File: config.mk
export PLATFORM = sky130hd
export DESIGN_NAME = print_top
export DESIGN_NICKNAME = d
export VERILOG_FILES = /design/src/print_pkg.sv /design/src/print_regs.sv /design/src/print_fmt.sv /design/src/uart_tx.sv /design/src/print_top.sv
export VERILOG_INCLUDE_DIRS = /design/src
export SDC_FILE = /design/constraint.sdc
export NUM_CORES = 1
export LEC_CHECK = 0
export BUFFER_PORTS_ARGS = -buffer_cell sky130_fd_sc_hd__buf_2
export CAP_MARGIN = 20
export CORE_AREA = 2 2 123 125
export CTS_BUF_LIST = sky130_fd_sc_hd__clkbuf_8
export CTS_CLUSTER_SIZE = 20
export DETAILED_ROUTE_END_ITERATION = 8
export DIE_AREA = 0 0 125 127
export MAX_ROUTING_LAYER = met4
export PLACE_DENSITY_LB_ADDON = 0.08
export SLEW_MARGIN = 20
export SYNTH_ARGS = -nofsm -noshare
export SYNTH_HDL_FRONTEND = slang
export SYNTH_SLANG_ARGS = --single-unit
File: constraint.sdc
create_clock -name clk -period 4 [get_ports clk]
set_input_delay 1.2 -clock clk [delete_from_list [all_inputs] [get_ports clk]]
set_output_delay 1.2 -clock clk [all_outputs]
set_load 0.1 [all_outputs]
File: src/print_macros.svh
`ifndef PRINT_MACROS_SVH
`define PRINT_MACROS_SVH

// AXI4-Lite address width in bits
`define PRINT_ADDR_W 4

// register byte offsets
`define PRINT_REG_DATA   4'h0
`define PRINT_REG_CMD    4'h4
`define PRINT_REG_STATUS 4'h8

// uart bit period in clock cycles
`define PRINT_CLKS_PER_BIT 16

// characters in a word print: 8 hex digits plus the underscore
`define PRINT_WORD_CHARS 9

`endif

File: src/print_pkg.sv
`default_nettype none

`include "print_macros.svh"

package print_pkg;

    typedef logic [31:0] word_t;                   // value handed over for printing
    typedef logic [7:0] char_t;                    // one character toward the uart
    typedef logic [`PRINT_ADDR_W-1:0] axi_addr_t;  // AXI4-Lite byte address

    typedef enum logic [1:0] {
        FMT_IDLE,
        FMT_LOAD,   // word and mode latched, first character prepared
        FMT_SEND,   // character offered to the transmitter
        FMT_WAIT    // done pulse cycle
    } fmt_state_e;

    typedef enum logic [1:0] {
        TX_IDLE,
        TX_START,
        TX_DATA,
        TX_STOP
    } tx_state_e;

endpackage

`default_nettype wire

File: src/print_regs.sv
`default_nettype none

`include "print_macros.svh"

module print_regs (
    input  logic                 clk,
    input  logic                 rstn,
    input  print_pkg::axi_addr_t awaddr,
    input  logic                 awvalid,
    output logic                 awready,
    input  logic [31:0]          wdata,
    input  logic [3:0]           wstrb,
    input  logic                 wvalid,
    output logic                 wready,
    output logic [1:0]           bresp,
    output logic                 bvalid,
    input  logic                 bready,
    input  print_pkg::axi_addr_t araddr,
    input  logic                 arvalid,
    output logic                 arready,
    output logic [31:0]          rdata,
    output logic [1:0]           rresp,
    output logic                 rvalid,
    input  logic                 rready,
    input  logic                 done,
    output logic                 start,
    output logic                 mode,
    output print_pkg::word_t     data
);

    localparam logic [1:0] RESP_OKAY   = 2'b00;
    localparam logic [1:0] RESP_SLVERR = 2'b10;

    logic             wr_hs;
    logic             busy;
    print_pkg::word_t data_q;
    logic [31:0]      rd_mux;

    // address and data are taken together, one write at a time
    assign wr_hs   = awvalid && wvalid && !bvalid;
    assign awready = wr_hs;
    assign wready  = wr_hs;
    assign data    = data_q;
    assign rresp   = RESP_OKAY;   // every read is answered

    always_ff @(posedge clk or negedge rstn) begin
        if (!rstn) begin
            bvalid <= 1'b0;
            bresp  <= RESP_OKAY;
            data_q <= '0;
            start  <= 1'b0;
            mode   <= 1'b0;
            busy   <= 1'b0;
        end else begin
            start <= 1'b0;
            if (wr_hs) begin
                bvalid <= 1'b1;
                bresp  <= RESP_OKAY;
                case (awaddr)
                    `PRINT_REG_DATA: begin
                        for (int i = 0; i < 4; i++) begin
                            if (wstrb[i]) data_q[8*i +: 8] <= wdata[8*i +: 8];
                        end
                    end
                    `PRINT_REG_CMD: begin
                        if (busy || start) begin
                            bresp <= RESP_SLVERR;   // print in progress, command dropped
                        end else begin
                            start <= 1'b1;
                            mode  <= wdata[0];
                        end
                    end
                    default: ;   // status and holes ignore writes
                endcase
            end else if (bvalid && bready) begin
                bvalid <= 1'b0;
            end

            if (start) begin
                busy <= 1'b1;
            end else if (done) begin
                busy <= 1'b0;
            end
        end
    end

    always_comb begin
        case (araddr)
            `PRINT_REG_DATA:   rd_mux = data_q;
            `PRINT_REG_STATUS: rd_mux = {31'b0, busy};
            default:           rd_mux = '0;   // cmd is write only
        endcase
    end

    always_ff @(posedge clk or negedge rstn) begin
        if (!rstn) begin
            arready <= 1'b0;
            rvalid  <= 1'b0;
        end else if (arvalid && arready) begin
            arready <= 1'b0;
            rvalid  <= 1'b1;
        end else if (rvalid && rready) begin
            arready <= 1'b1;
            rvalid  <= 1'b0;
        end else if (!rvalid) begin
            arready <= 1'b1;   // first cycle out of reset
        end
    end

    always_ff @(posedge clk) begin
        if (arvalid && arready) rdata <= rd_mux;
    end

    a_bvalid_hold: assert property (@(posedge clk) disable iff (!rstn)
        bvalid && !bready |=> bvalid);

    // a second print must never begin on top of a running one
    a_start_idle: assert property (@(posedge clk) disable iff (!rstn)
        start |-> !busy);

endmodule

`default_nettype wire

File: src/print_fmt.sv
`default_nettype none

`include "print_macros.svh"

module print_fmt (
    input  logic             clk,
    input  logic             rstn,
    input  logic             start,
    input  logic             mode,       // 0 byte, 1 word
    input  print_pkg::word_t data,
    input  logic             chr_ready,
    output print_pkg::char_t chr,
    output logic             chr_valid,
    output logic             done
);

    print_pkg::fmt_state_e state;
    print_pkg::word_t      word_q;       // shifts left one nibble per hex digit
    print_pkg::word_t      word_n;
    logic                  mode_q;
    logic [3:0]            rem;          // characters left after the current one
    logic                  chr_hs;
    logic                  next_chr;

    function automatic print_pkg::char_t hex_char(input logic [3:0] nib);
        if (nib < 4'd10) begin
            return 8'h30 + {4'h0, nib};   // '0'..'9'
        end
        return 8'h37 + {4'h0, nib};       // 'A'..'F'
    endfunction

    // character for the current position, msb nibble sits at the top of w
    function automatic print_pkg::char_t fmt_char(input logic m,
                                                  input print_pkg::word_t w,
                                                  input logic [3:0] r);
        if (!m) begin
            return w[7:0];
        end
        if (r == 4'd4) begin
            return 8'h5f;   // underscore between the halves
        end
        return hex_char(w[31:28]);
    endfunction

    assign chr_hs   = chr_valid && chr_ready;
    assign next_chr = (state == print_pkg::FMT_SEND) && chr_hs && (rem != 4'd0);
    // the underscore consumes no nibble
    assign word_n   = (rem == 4'd4) ? word_q : {word_q[27:0], 4'h0};

    always_ff @(posedge clk or negedge rstn) begin
        if (!rstn) begin
            state     <= print_pkg::FMT_IDLE;
            rem       <= '0;
            chr_valid <= 1'b0;
            done      <= 1'b0;
        end else begin
            done <= 1'b0;
            case (state)
                print_pkg::FMT_IDLE: begin
                    if (start) begin
                        rem   <= mode ? 4'(`PRINT_WORD_CHARS - 1) : 4'd0;
                        state <= print_pkg::FMT_LOAD;
                    end
                end
                print_pkg::FMT_LOAD: begin
                    chr_valid <= 1'b1;
                    state     <= print_pkg::FMT_SEND;
                end
                print_pkg::FMT_SEND: begin
                    if (chr_hs) begin
                        if (rem == 4'd0) begin
                            chr_valid <= 1'b0;
                            done      <= 1'b1;
                            state     <= print_pkg::FMT_WAIT;
                        end else begin
                            rem <= rem - 4'd1;   // valid stays up for the next one
                        end
                    end
                end
                print_pkg::FMT_WAIT: state <= print_pkg::FMT_IDLE;
                default:             state <= print_pkg::FMT_IDLE;
            endcase
        end
    end

    always_ff @(posedge clk) begin
        if (state == print_pkg::FMT_IDLE && start) begin
            word_q <= data;
            mode_q <= mode;
        end else if (next_chr) begin
            word_q <= word_n;
        end

        if (state == print_pkg::FMT_LOAD) begin
            chr <= fmt_char(mode_q, word_q, rem);
        end else if (next_chr) begin
            chr <= fmt_char(mode_q, word_n, rem - 4'd1);
        end
    end

    a_chr_stable: assert property (@(posedge clk) disable iff (!rstn)
        chr_valid && !chr_ready |=> chr_valid && $stable(chr));

endmodule

`default_nettype wire

File: src/uart_tx.sv
`default_nettype none

`include "print_macros.svh"

module uart_tx (
    input  logic             clk,
    input  logic             rstn,
    input  logic             chr_valid,
    input  print_pkg::char_t chr,
    output logic             chr_ready,
    output logic             txd
);

    localparam int CNT_W = $clog2(`PRINT_CLKS_PER_BIT);
    localparam logic [CNT_W-1:0] CNT_LAST = CNT_W'(`PRINT_CLKS_PER_BIT - 1);

    print_pkg::tx_state_e state;
    logic [CNT_W-1:0]     cnt;       // baud counter
    logic [2:0]           bit_idx;
    print_pkg::char_t     shreg;     // lsb is the bit on the line
    logic                 bit_end;
    logic                 take;

    assign chr_ready = (state == print_pkg::TX_IDLE);
    assign take      = chr_ready && chr_valid;
    assign bit_end   = (cnt == CNT_LAST);

    always_ff @(posedge clk or negedge rstn) begin
        if (!rstn) begin
            state   <= print_pkg::TX_IDLE;
            cnt     <= '0;
            bit_idx <= '0;
            txd     <= 1'b1;
        end else begin
            cnt <= bit_end ? '0 : cnt + 1'b1;
            case (state)
                print_pkg::TX_IDLE: begin
                    cnt <= '0;
                    if (chr_valid) begin
                        txd   <= 1'b0;   // start bit
                        state <= print_pkg::TX_START;
                    end
                end
                print_pkg::TX_START: begin
                    if (bit_end) begin
                        txd     <= shreg[0];
                        bit_idx <= '0;
                        state   <= print_pkg::TX_DATA;
                    end
                end
                print_pkg::TX_DATA: begin
                    if (bit_end) begin
                        if (bit_idx == 3'd7) begin
                            txd   <= 1'b1;   // stop bit
                            state <= print_pkg::TX_STOP;
                        end else begin
                            txd     <= shreg[1];
                            bit_idx <= bit_idx + 3'd1;
                        end
                    end
                end
                print_pkg::TX_STOP: begin
                    if (bit_end) state <= print_pkg::TX_IDLE;
                end
                default: state <= print_pkg::TX_IDLE;
            endcase
        end
    end

    always_ff @(posedge clk) begin
        if (take) begin
            shreg <= chr;
        end else if (state == print_pkg::TX_DATA && bit_end) begin
            shreg <= shreg >> 1;
        end
    end

    a_idle_mark: assert property (@(posedge clk) disable iff (!rstn)
        state == print_pkg::TX_IDLE |-> txd);

endmodule

`default_nettype wire

File: src/print_top.sv
`default_nettype none

module print_top (
    input  logic                 clk,
    input  logic                 rstn,
    input  print_pkg::axi_addr_t awaddr,
    input  logic                 awvalid,
    output logic                 awready,
    input  logic [31:0]          wdata,
    input  logic [3:0]           wstrb,
    input  logic                 wvalid,
    output logic                 wready,
    output logic [1:0]           bresp,
    output logic                 bvalid,
    input  logic                 bready,
    input  print_pkg::axi_addr_t araddr,
    input  logic                 arvalid,
    output logic                 arready,
    output logic [31:0]          rdata,
    output logic [1:0]           rresp,
    output logic                 rvalid,
    input  logic                 rready,
    output logic                 txd
);

    logic             start;
    logic             mode;
    print_pkg::word_t data;
    logic             done;
    print_pkg::char_t chr;
    logic             chr_valid;
    logic             chr_ready;

    print_regs u_print_regs (
        .clk     (clk),     .rstn    (rstn),
        .awaddr  (awaddr),  .awvalid (awvalid), .awready (awready),
        .wdata   (wdata),   .wstrb   (wstrb),   .wvalid  (wvalid),  .wready (wready),
        .bresp   (bresp),   .bvalid  (bvalid),  .bready  (bready),
        .araddr  (araddr),  .arvalid (arvalid), .arready (arready),
        .rdata   (rdata),   .rresp   (rresp),   .rvalid  (rvalid),  .rready (rready),
        .done    (done),    .start   (start),   .mode    (mode),    .data   (data)
    );

    print_fmt u_print_fmt (
        .clk       (clk),
        .rstn      (rstn),
        .start     (start),
        .mode      (mode),
        .data      (data),
        .chr_ready (chr_ready),
        .chr       (chr),
        .chr_valid (chr_valid),
        .done      (done)
    );

    uart_tx u_uart_tx (
        .clk       (clk),
        .rstn      (rstn),
        .chr_valid (chr_valid),
        .chr       (chr),
        .chr_ready (chr_ready),
        .txd       (txd)
    );

endmodule

`default_nettype wire

# Word level (Yosys, flattened, before mapping)
# Index checks and enable logic that the tools add are counted.
# classes
magnitude_cmp	2
addsub	7
muxes	86
n_reduce_logical	40
n_eq_ne	24
n_bitwise	1
# ops
operator	count
8-bit two-way mux	16
32-bit two-way mux	3
32-bit one-hot mux with 2 select lines	1
1-bit two-way mux	41
6-bit by 4-bit adder with 7-bit output (first input constant)	4
4-bit two-way mux	6
3-bit AND reduction	7
2-bit two-way mux	10
2-bit nonzero test	9
2-bit one-hot mux with 4 select lines	2
4-bit by 3-bit equality test with 1-bit output (second input constant)	3
4-bit zero test	3
2-bit by 1-bit != test with 1-bit output (second input constant)	6
4-bit AND reduction	3
1-bit logical AND	10
2-bit != test (second input constant)	5
3-bit two-way mux	3
2-bit equality test (second input constant)	4
4-bit equality test (second input constant)	2
4-bit less-than comparator (second input constant)	2
4-bit one-hot mux with 2 select lines	1
3-bit one-hot mux with 2 select lines	1
5-bit AND reduction	1
4-bit by 1-bit adder with 4-bit output (second input constant)	1
other kinds (14)	16
# totals
register_bits	139
in_bits	51
out_inout_bits	42

# Longest topological paths before layout
# Gate-level depths: netlist (run 1).
# depth
depth_word	18
ltp_mapped	10
depth_no_buf	9

# By module
# A second synthesis (run 1) with hierarchy kept.
# unflattened
hier_cells	523
area_unflattened_um2	6462.4
# modules_own_cells
mod	area_per_inst_um2	seq_area_each_um2	n_inst	cells_each
print_fmt	2752.6	1431.4	1	280
print_regs	2740.1	1936.9	1	168
uart_tx	969.7	491.7	1	75

# Least setup slack after synthesis (run 1)
# Ideal clock, no wire load.
# synth_path
path_type	input -> output
startpoint	input port wvalid
endpoint	output port wready
path_stages	3
required_ns	2.800
setup_slack_ns	0.404
arrival_ns	2.396
path_cell_list	nand3b_1 > inv_1 > buf_4
# synth_between
elab_chain_cells	2
# synth_lines
item	line	source
start, declared	print_top.sv:11	input logic wvalid,
1-bit logical AND (2 in a row)	print_regs.sv:40	assign wr_hs = awvalid && wvalid && !bvalid;
end, declared	print_top.sv:12	output logic wready,
# Every way passes these cells.

# Final worst setup path (run 1)
# layout_path
startpoint	input port wvalid
endpoint	output port awready
# layout_between
elab_chain_cells	2
# layout_lines
item	line	source
1-bit logical AND (2 in a row)	print_regs.sv:40	
end, declared	print_top.sv:8	output logic awready,
# Every way passes these cells.

==> qor.tcl, run 1 <==
set qor(run_status) {finished clean}
set qor(grtUsageTotal_pct) 18.1
set qor(criticalPathCategory) {in -> out}
set qor(area_of_the_core_mm2) 0.0144
set qor(cts_made_buffers) 17
set qor(holdBufCountCts) 0
set qor(ys.flop_type) {edfxtp_1}
set qor(fp-row-count) 44
set qor(finalWirelength_um) 13100
set qor(worstSetupEndpoint) {awready}
set qor(fp.dieW_um) 125
set qor(cts.sink_count) 138
set qor(filler_cell_count) 1331
set qor(die_height_um) 127
set qor(synth_top_cell_by_area) {edfxtp_1}
set qor(post_layout_nonfiller_instances) 803
set qor(capturing_element_type_of_the_critical_path) {output pin}
set qor(postSynthRegisterBits) 138
set qor(clkLatencyLatePin_ns) 0.44
set qor(power-per-cell-area_mw_per_mm2) 644
set qor(globalRoute.busiestLayer) {met2}
set qor(worst-endpoint-required_ns) 2.80
set qor(layout_worst_path_cycle_share_pct) 79.0
set qor(synthMostInstantiatedCell) {edfxtp_1}
set qor(async_reset_ff_share_pct) 41.3
set qor(die_area_mm2) 0.0159
set qor(finalWorstPathRequiredPeriod_ns) 3.16
set qor(worst_r2r_path_depth) 9
set qor(syn2layout_area_growth_pct) 15.6
set qor(cts_resized) 0
set qor(cell_variety_after_synth) 57
set qor(wl_per_cell_um) 16.3
set qor(final_antenna_net_count) 0
set qor(drv_cap) 0
set qor(placement.io_buffers) 89
set qor(antenna-diode-count) 0
set qor(syn-cell-area_mm2) 0.00638
set qor(post-cts-setup-buffer-count) 0
set qor(most_numerous_cell_types_in_the_synthesized_netlist) {edfxtp_1, nand2_1, dfrtp_1}
set qor(final_net_count) 674
set qor(grt_setup_unrepaired) {no}
set qor(max-clock-path-buffers) 2
set qor(final_hold_viol_count) 0
set qor(min_path_type) {reg -> reg}
set qor(drt_pass1_iterations) 6
set qor(setup-violations-final) 0
set qor(synthesis.yosys.warnings) 0
set qor(floorplan.initialDensity_pct) 44.2
set qor(worstPathMaxFanout) 4
set qor(crit-reg2reg-capture) {u_print_fmt.chr[4]}
set qor(syn_area_per_cell_um2) 12.3
set qor(synth_area_leaders) {edfxtp_1, dfrtp_1, mux2_2}
set qor(viasPerCell) 5.24
set qor(cts.root.buffer_cell) {clkbuf_8}
set qor(yosysSeqAreaShare_pct) 60.5
set qor(globalRouteOverflowTotal) 0
set qor(critical_path_arrival_ns) 1.96
set qor(place.gp.congestion) 0.858
set qor(synth_edf_count) 81
set qor(clkSlewWorstSetupHoldPaths_ns) 0.08
set qor(dp.final_hpwl_um) 9100
set qor(tritoncts) {done}
set qor(drv_slew) 0
set qor(post-route-drc-count) 0
set qor(critical_path_origin) {wvalid}
set qor(grt.met1_usage_pct) 24.5
set qor(dr_total_vias) 4206
set qor(grt_first_pass_wirelength_um) 21900
set qor(start_kind) {input pin}
set qor(first_global_vias) 4297
set qor(max_freq_mhz) 316
set qor(drt_first_iter_violations) 165
set qor(placed_cells) 772
set qor(grt_max_degree) 42
set qor(hold-worst-slack_ns) 0.490
set qor(timing.setup.tns_ns) 0
set qor(cts_max_level) 4
set qor(initial_antenna_violation_count) 0
set qor(worst-r2r-setup-slack_ns) 1.02
set qor(clock_skew_ns) 0.0134
set qor(leakage_uw) 0.00328
set qor(postSynthCellCount) 517
set qor(tightest_slew_ns) 1.01
set qor(final_layout_size_suffix_gt1_share_pct) 30.0
set qor(io_pins) 93
set qor(rr_startpoint) {u_print_fmt.rem[1]}
set qor(worst_ir_drop_vdd_v) 0.000220
set qor(relSlewSlack_pct) 32.5
set qor(global_route.usage.met2_pct) 27.3
set qor(gr-usage-met3_pct) 3.98
set qor(synth_top_area_share_pct) 38.1
set qor(layout.core_utilization_pct) 51.2
-- cells in the final DEF, fill, tap and decap left out, types with 2 or more instances in the layout --
cell	n
a21o_1	2
nand2b_1	7
nand4b_1	2
clkinv_1	3
and3_1	5
dfrtp_1	56
buf_2	89
nor3_1	7
nand3_1	30
clkinv_4	2
o21ai_0	15
nor3b_1	2
a211oi_1	2
and2_1	35
clkinv_2	4
a221o_1	2
mux2i_1	7
nor2b_1	6
inv_1	16
bufinv_16	3
ha_1	16
nand2_1	67
a31oi_1	6
a22o_1	7
buf_4	5
a21oi_1	14
clkbuf_8	18
nor2_1	24
conb_1	3
mux2i_4	2
xnor2_1	3
edfxtp_1	81
mux2_2	45
nand2_2	4
mux2_4	2
-- worst min path at each step --
stage	slack, ns	startpoint	end	cells past startpoint
detailed placement	0.47	u_print_regs.bresp[1]	u_print_regs.bresp[1]	2
CTS	0.50	u_print_regs.mode	u_print_fmt.mode_q	0
global placement	0.46	u_print_regs.mode	u_print_fmt.mode_q	0
finish	0.49	u_print_regs.mode	u_print_fmt.mode_q	0
floorplan	0.44	u_print_regs.mode	u_print_fmt.mode_q	0
global route	0.53	u_uart_tx.cnt[0]	u_uart_tx.cnt[0]	1
-- through the flow --
stage	setup WS, ns	instance area [um^2]	power (uW)
3_3_place_gp	0.863	6970	3590
6_report	0.839	7380	4750
5_1_grt	0.761	7380	5060
2_1_floorplan	0.404	6390	3310
3_5_place_dp	0.841	6970	3630
4_1_cts	0.837	7370	4800
-- state kept, by name (all words and copies together), names as in the netlist --
register               count
u_uart_tx.bit_idx          3
u_print_regs.busy          1
u_print_fmt.chr            8
u_uart_tx.txd              1
u_print_regs.start         1
u_print_regs.bresp         1
u_print_fmt.chr_valid      1
u_print_regs.bvalid        1
u_print_fmt.mode_q         1
u_print_fmt.word_q        32
u_print_fmt.rem            4
u_print_regs.rdata        32
u_print_regs.data         32
u_uart_tx.state            2
u_print_regs.rvalid        1
u_uart_tx.shreg            8
u_print_fmt.done           1
u_uart_tx.cnt              4
u_print_regs.arready       1
u_print_regs.mode          1
u_print_fmt.state          2
-- logic make-up (layout without fill, tap and decap cells) --
kind of cell	after synthesis	count (layout)	share of synthesized area, %
compound gates	65	65	7.06
buf+inv	42	142	3.18
mux	56	56	10.2
other cells	1	3	0.0588
simple gates	196	196	15.5
flops	138	138	60.5
xor+xnor	3	3	0.412
fa+ha+maj	16	16	3.14
-- worst max-delay path, cell delays in order --
cell and delay [ns]:
buf_2 0.07, nand3b_1 0.14, inv_1 0.12, buf_2 0.43
-- per-layer routing --
metal	vias to the layer above	wire (um)
met1	2052	6310
met4	0	202
met5	-	0
met3	16	630
li1	2020	-
met2	118	5940
-- power by group --
group / switching (uW) / internal (uW)
clock network: 527 / 624
registers: 181 / 1900
logic: 950 / 568
total: 1660 / 3100
-- layout make-up --
| class | count | area, um^2 | area share (%) |
|---|---|---|---|
| well taps | 184 | 230 | 3.12 |
| inverters | 17 | 63.8 | 0.865 |
| multi-input cells | 339 | 2340 | 31.8 |
| flip-flops and latches | 138 | 3860 | 52.3 |
| clock buffers | 18 | 248 | 3.36 |
| repair buffers | 94 | 483 | 6.54 |
| clock inverters | 13 | 151 | 2.05 |
Note: power is estimated with default switching activity, not from simulation.
==> run 2: changes to the inputs <==
--- a/config.mk
+++ b/config.mk
@@ -6,13 +6,14 @@
 export SDC_FILE = /design/constraint.sdc
 export NUM_CORES = 1
 export LEC_CHECK = 0
+export ABC_AREA = 1
 export BUFFER_PORTS_ARGS = -buffer_cell sky130_fd_sc_hd__buf_2
 export CAP_MARGIN = 20
-export CORE_AREA = 2 2 123 125
+export CORE_AREA = 2 2 121 123
 export CTS_BUF_LIST = sky130_fd_sc_hd__clkbuf_8
 export CTS_CLUSTER_SIZE = 20
 export DETAILED_ROUTE_END_ITERATION = 8
-export DIE_AREA = 0 0 125 127
+export DIE_AREA = 0 0 123 125
 export MAX_ROUTING_LAYER = met4
 export PLACE_DENSITY_LB_ADDON = 0.08
 export SLEW_MARGIN = 20
==> constraint.sdc (replaced) <==
create_clock -name clk -period 2.77 [get_ports clk]
set_input_delay 0.831 -clock clk [delete_from_list [all_inputs] [get_ports clk]]
set_output_delay 0.831 -clock clk [all_outputs]
set_load 0.1 [all_outputs]
==> run 2 against run 1 <==
Against the previous run: critical path depth unchanged; synthesized area down 2.7%; non-clock buffer count rose by 7; register-to-register slack worse by 0.46 ns; flip-flop and latch count did not move; hold slack lost 0.21 ns; first-iteration DRC count grew 55%; largest cell class unchanged; largest power group unchanged.
==> qor.tcl, run 2 <==
set qor(cell_variety_after_synth) 39 ;# was 57
set qor(wl_per_cell_um) 13.7 ;# was 16.3 um
set qor(synth_top_area_share_pct) 39.2 ;# was 38.1%
set qor(post-cts-setup-buffer-count) 0 ;# unchanged
set qor(viasPerCell) 4.85 ;# was 5.24
set qor(async_reset_ff_share_pct) 41.3 ;# unchanged
set qor(synthMostInstantiatedCell) {nand2_1} ;# was edfxtp_1
set qor(critical_path_arrival_ns) 1.51 ;# was 1.96 ns
set qor(area_of_the_core_mm2) 0.0142 ;# was 0.0144 mm^2
set qor(drv_slew) 0 ;# unchanged
set qor(final_antenna_net_count) 0 ;# unchanged
set qor(worst-r2r-setup-slack_ns) 0.56 ;# was 1.02 ns
set qor(min_path_type) {in -> async} ;# was reg -> reg
set qor(dp.final_hpwl_um) 9340 ;# was 9100 um
set qor(die_area_mm2) 0.0154 ;# was 0.0159 mm^2
set qor(final_hold_viol_count) 0 ;# unchanged
set qor(floorplan.initialDensity_pct) 43.7 ;# was 44.2%
set qor(tritoncts) {done} ;# unchanged
set qor(syn_area_per_cell_um2) 9.89 ;# was 12.3 um^2
set qor(clock_skew_ns) 0.0128 ;# was 0.0134 ns
set qor(finalWirelength_um) 12600 ;# was 13100 um
set qor(worstPathMaxFanout) 3 ;# was 4
set qor(critPathTopFamily) {buffers and inverters} ;# unchanged
set qor(power-per-cell-area_mw_per_mm2) 846 ;# was 644 mW/mm^2
set qor(final_layout_size_suffix_gt1_share_pct) 19.9 ;# was 30.0%
set qor(place.gp.congestion) 0.871 ;# was 0.858
set qor(layout.core_utilization_pct) 50.9 ;# was 51.2%
set qor(drt_pass1_iterations) 4 ;# was 6
set qor(timing.setup.tns_ns) 0 ;# unchanged
set qor(worst-endpoint-required_ns) 1.94 ;# was 2.80 ns
set qor(crit_buf_inv) 3 ;# unchanged
set qor(cts.root.buffer_cell) {clkbuf_8} ;# unchanged
set qor(post_layout_nonfiller_instances) 921 ;# was 803
set qor(run_status) {finished clean} ;# unchanged
set qor(clkSlewWorstSetupHoldPaths_ns) 0.07 ;# was 0.08 ns
set qor(capturing_element_type_of_the_critical_path) {output pin} ;# unchanged
set qor(criticalPathCategory) {in -> out} ;# unchanged
set qor(clkLatencyLatePin_ns) 0.45 ;# was 0.44 ns
set qor(crit_path_top_delay_cell) {clkinvlp_4} ;# was buf_2
set qor(worst_r2r_path_depth) 9 ;# unchanged
set qor(max-clock-path-buffers) 2 ;# unchanged
set qor(synth_area_leaders) {edfxtp_1, dfrtp_1, nand2_1} ;# was edfxtp_1, dfrtp_1, mux2_2
set qor(cts_made_buffers) 17 ;# unchanged
set qor(globalRouteOverflowTotal) 0 ;# unchanged
set qor(syn2layout_area_growth_pct) 16.4 ;# was 15.6%
set qor(placement.io_buffers) 89 ;# unchanged
set qor(crit-reg2reg-capture) {u_print_fmt.chr[6]} ;# was u_print_fmt.chr[4]
set qor(placed_cells) 889 ;# was 772
set qor(most_common_cell_after_layout_fill_and_taps_aside) {nand2_1} ;# was buf_2
set qor(start_kind) {input pin} ;# unchanged
set qor(cts.sink_count) 138 ;# unchanged
set qor(dpl_worst_slack_ns) 0.415 ;# was 0.841 ns
set qor(synth_top_cell_by_area) {edfxtp_1} ;# unchanged
set qor(cts_resized) 0 ;# unchanged
set qor(filler_cell_count) 1325 ;# was 1331
set qor(postSynthRegisterBits) 138 ;# unchanged
set qor(post-route-drc-count) 0 ;# unchanged
set qor(gr-usage-met3_pct) 5.06 ;# was 3.98%
set qor(cts_max_level) 4 ;# unchanged
set qor(io_pins) 93 ;# unchanged
set qor(ys.flop_type) {edfxtp_1} ;# unchanged
set qor(synthesis.yosys.warnings) 0 ;# unchanged
set qor(worst_ir_drop_vdd_v) 0.000357 ;# was 0.000220 V
set qor(dr_total_vias) 4465 ;# was 4206
set qor(leakage_uw) 0.00343 ;# was 0.00328 uW
set qor(global_route.usage.met2_pct) 25.7 ;# was 27.3%
set qor(syn-cell-area_mm2) 0.00621 ;# was 0.00638 mm^2
set qor(grtUsageTotal_pct) 18.2 ;# was 18.1%
set qor(grt.met1_usage_pct) 25.4 ;# was 24.5%
set qor(antenna-diode-count) 0 ;# unchanged
set qor(rr_startpoint) {u_print_fmt.rem[0]} ;# was u_print_fmt.rem[1]
set qor(ff_latch_area_mm2) 0.00386 ;# about the same
set qor(max_incr_delay_on_cp_ns) 0.21 ;# was 0.43 ns
set qor(critical_path.cell_chain) {buf_2 > nand3_1 > clkinvlp_4 > buf_12} ;# was buf_2 > nand3b_1 > inv_1 > buf_2
set qor(relSlewSlack_pct) 59.5 ;# was 32.5%
set qor(holdBufCountCts) 0 ;# unchanged
set qor(grt_setup_unrepaired) {no} ;# unchanged
set qor(worstSetupPathDepth) 4 ;# unchanged
set qor(tightest_slew_ns) 0.601 ;# was 1.01 ns
set qor(postSynthCellCount) 628 ;# was 517
set qor(timing.final.ws_setup_ns) 0.434 ;# was 0.839 ns
set qor(yosysSeqAreaShare_pct) 62.1 ;# was 60.5%
set qor(initial_antenna_violation_count) 0 ;# unchanged
set qor(finalWorstPathRequiredPeriod_ns) 2.34
set qor(fp-row-count) 44 ;# unchanged
set qor(max_freq_mhz) 428
set qor(drt_first_iter_violations) 256 ;# was 165
set qor(layout_worst_path_cycle_share_pct) 84.3
set qor(synth_edf_count) 81 ;# unchanged
set qor(most_numerous_cell_types_in_the_synthesized_netlist) {nand2_1, nor2_1, edfxtp_1} ;# was edfxtp_1, nand2_1, dfrtp_1
set qor(final_net_count) 791 ;# was 674
set qor(multiInputGateArea_mm2) 0.00193 ;# was 0.00234 mm^2
set qor(globalRoute.busiestLayer) {met2} ;# unchanged
set qor(fp.dieW_um) 123 ;# was 125 um
set qor(drv_cap) 0 ;# unchanged
set qor(grt_max_degree) 47 ;# was 42
set qor(die_height_um) 125 ;# was 127 um
set qor(hold-worst-slack_ns) 0.283 ;# was 0.490 ns
set qor(first_global_vias) 4330 ;# was 4297
set qor(most-common-layout-cells) {nand2_1, buf_2, nor2_1} ;# was buf_2, edfxtp_1, nand2_1
set qor(grt_first_pass_wirelength_um) 20900 ;# was 21900 um
set qor(setup-violations-final) 0 ;# unchanged
run 2: cell count changes after synthesis, moves of 6 or more:
cell      before  now
nor2_1        24   84
inv_1         16   72
mux2_2        45    0
nand2_1       67  111
o21ai_0       16   53
a21oi_1       14   49
and2_1        35    0
a22o_1         7    0
nand2b_1       7    0
nand3_1       30   37
mux2i_1        7    1
nor2b_1        6    0
run 2: power breakdown:
part / total, uW / leakage [uW] / switching [uW] / internal (uW)
registers: 2790 / 0.00138 / 153 / 2640
clock network: 1460 / 0.000185 / 756 / 707
logic: 1870 / 0.00187 / 1320 / 542
run 2: final cells by class:
class,instances,share of cell area (%)
multi-input combinational,391,26.6
clock buffer,21,4.00
inverter,75,3.95
timing repair buffer,101,7.82
clock inverter,11,1.00
sequential,138,53.4
tap,184,3.18
run 2: stage by stage:
step	area [um^2]	power [uW]
floorplan	6220	4240
global placement	6860	4670
detailed placement	6870	4720
CTS	7230	6190
global route	7230	6560
finish	7230	6120
run 2: worst max-delay path by stage:
stage / end / slack [ns] / startpoint
3_5_place_dp: awready / 0.42 / wvalid
4_1_cts: awready / 0.41 / wvalid
3_3_place_gp: awready / 0.43 / wvalid
6_report: awready / 0.43 / wvalid
5_1_grt: u_print_fmt.chr[6] / 0.32 / u_print_fmt.rem[0]
2_1_floorplan: wready / 0.004 / wvalid
run 2: layer usage:
metal / vias to the layer above / share of wire [%]
li1: 2271 / -
met5: - / 0
met1: 2080 / 49
met2: 100 / 44
met3: 14 / 5.3
met4: 0 / 1.3
run 2: kinds of logic (layout without fill, tap and decap cells):
family | count (synthesis) | in the layout | synth area share [%]
other cells | 1 | 3 | 0.0604
buf+inv | 101 | 208 | 7.01
simple gates | 252 | 252 | 17.2
xor+xnor | 3 | 3 | 0.423
flops | 138 | 138 | 62.1
mux | 1 | 1 | 0.161
fa+ha+maj | 16 | 16 | 3.22
compound gates | 116 | 116 | 9.77
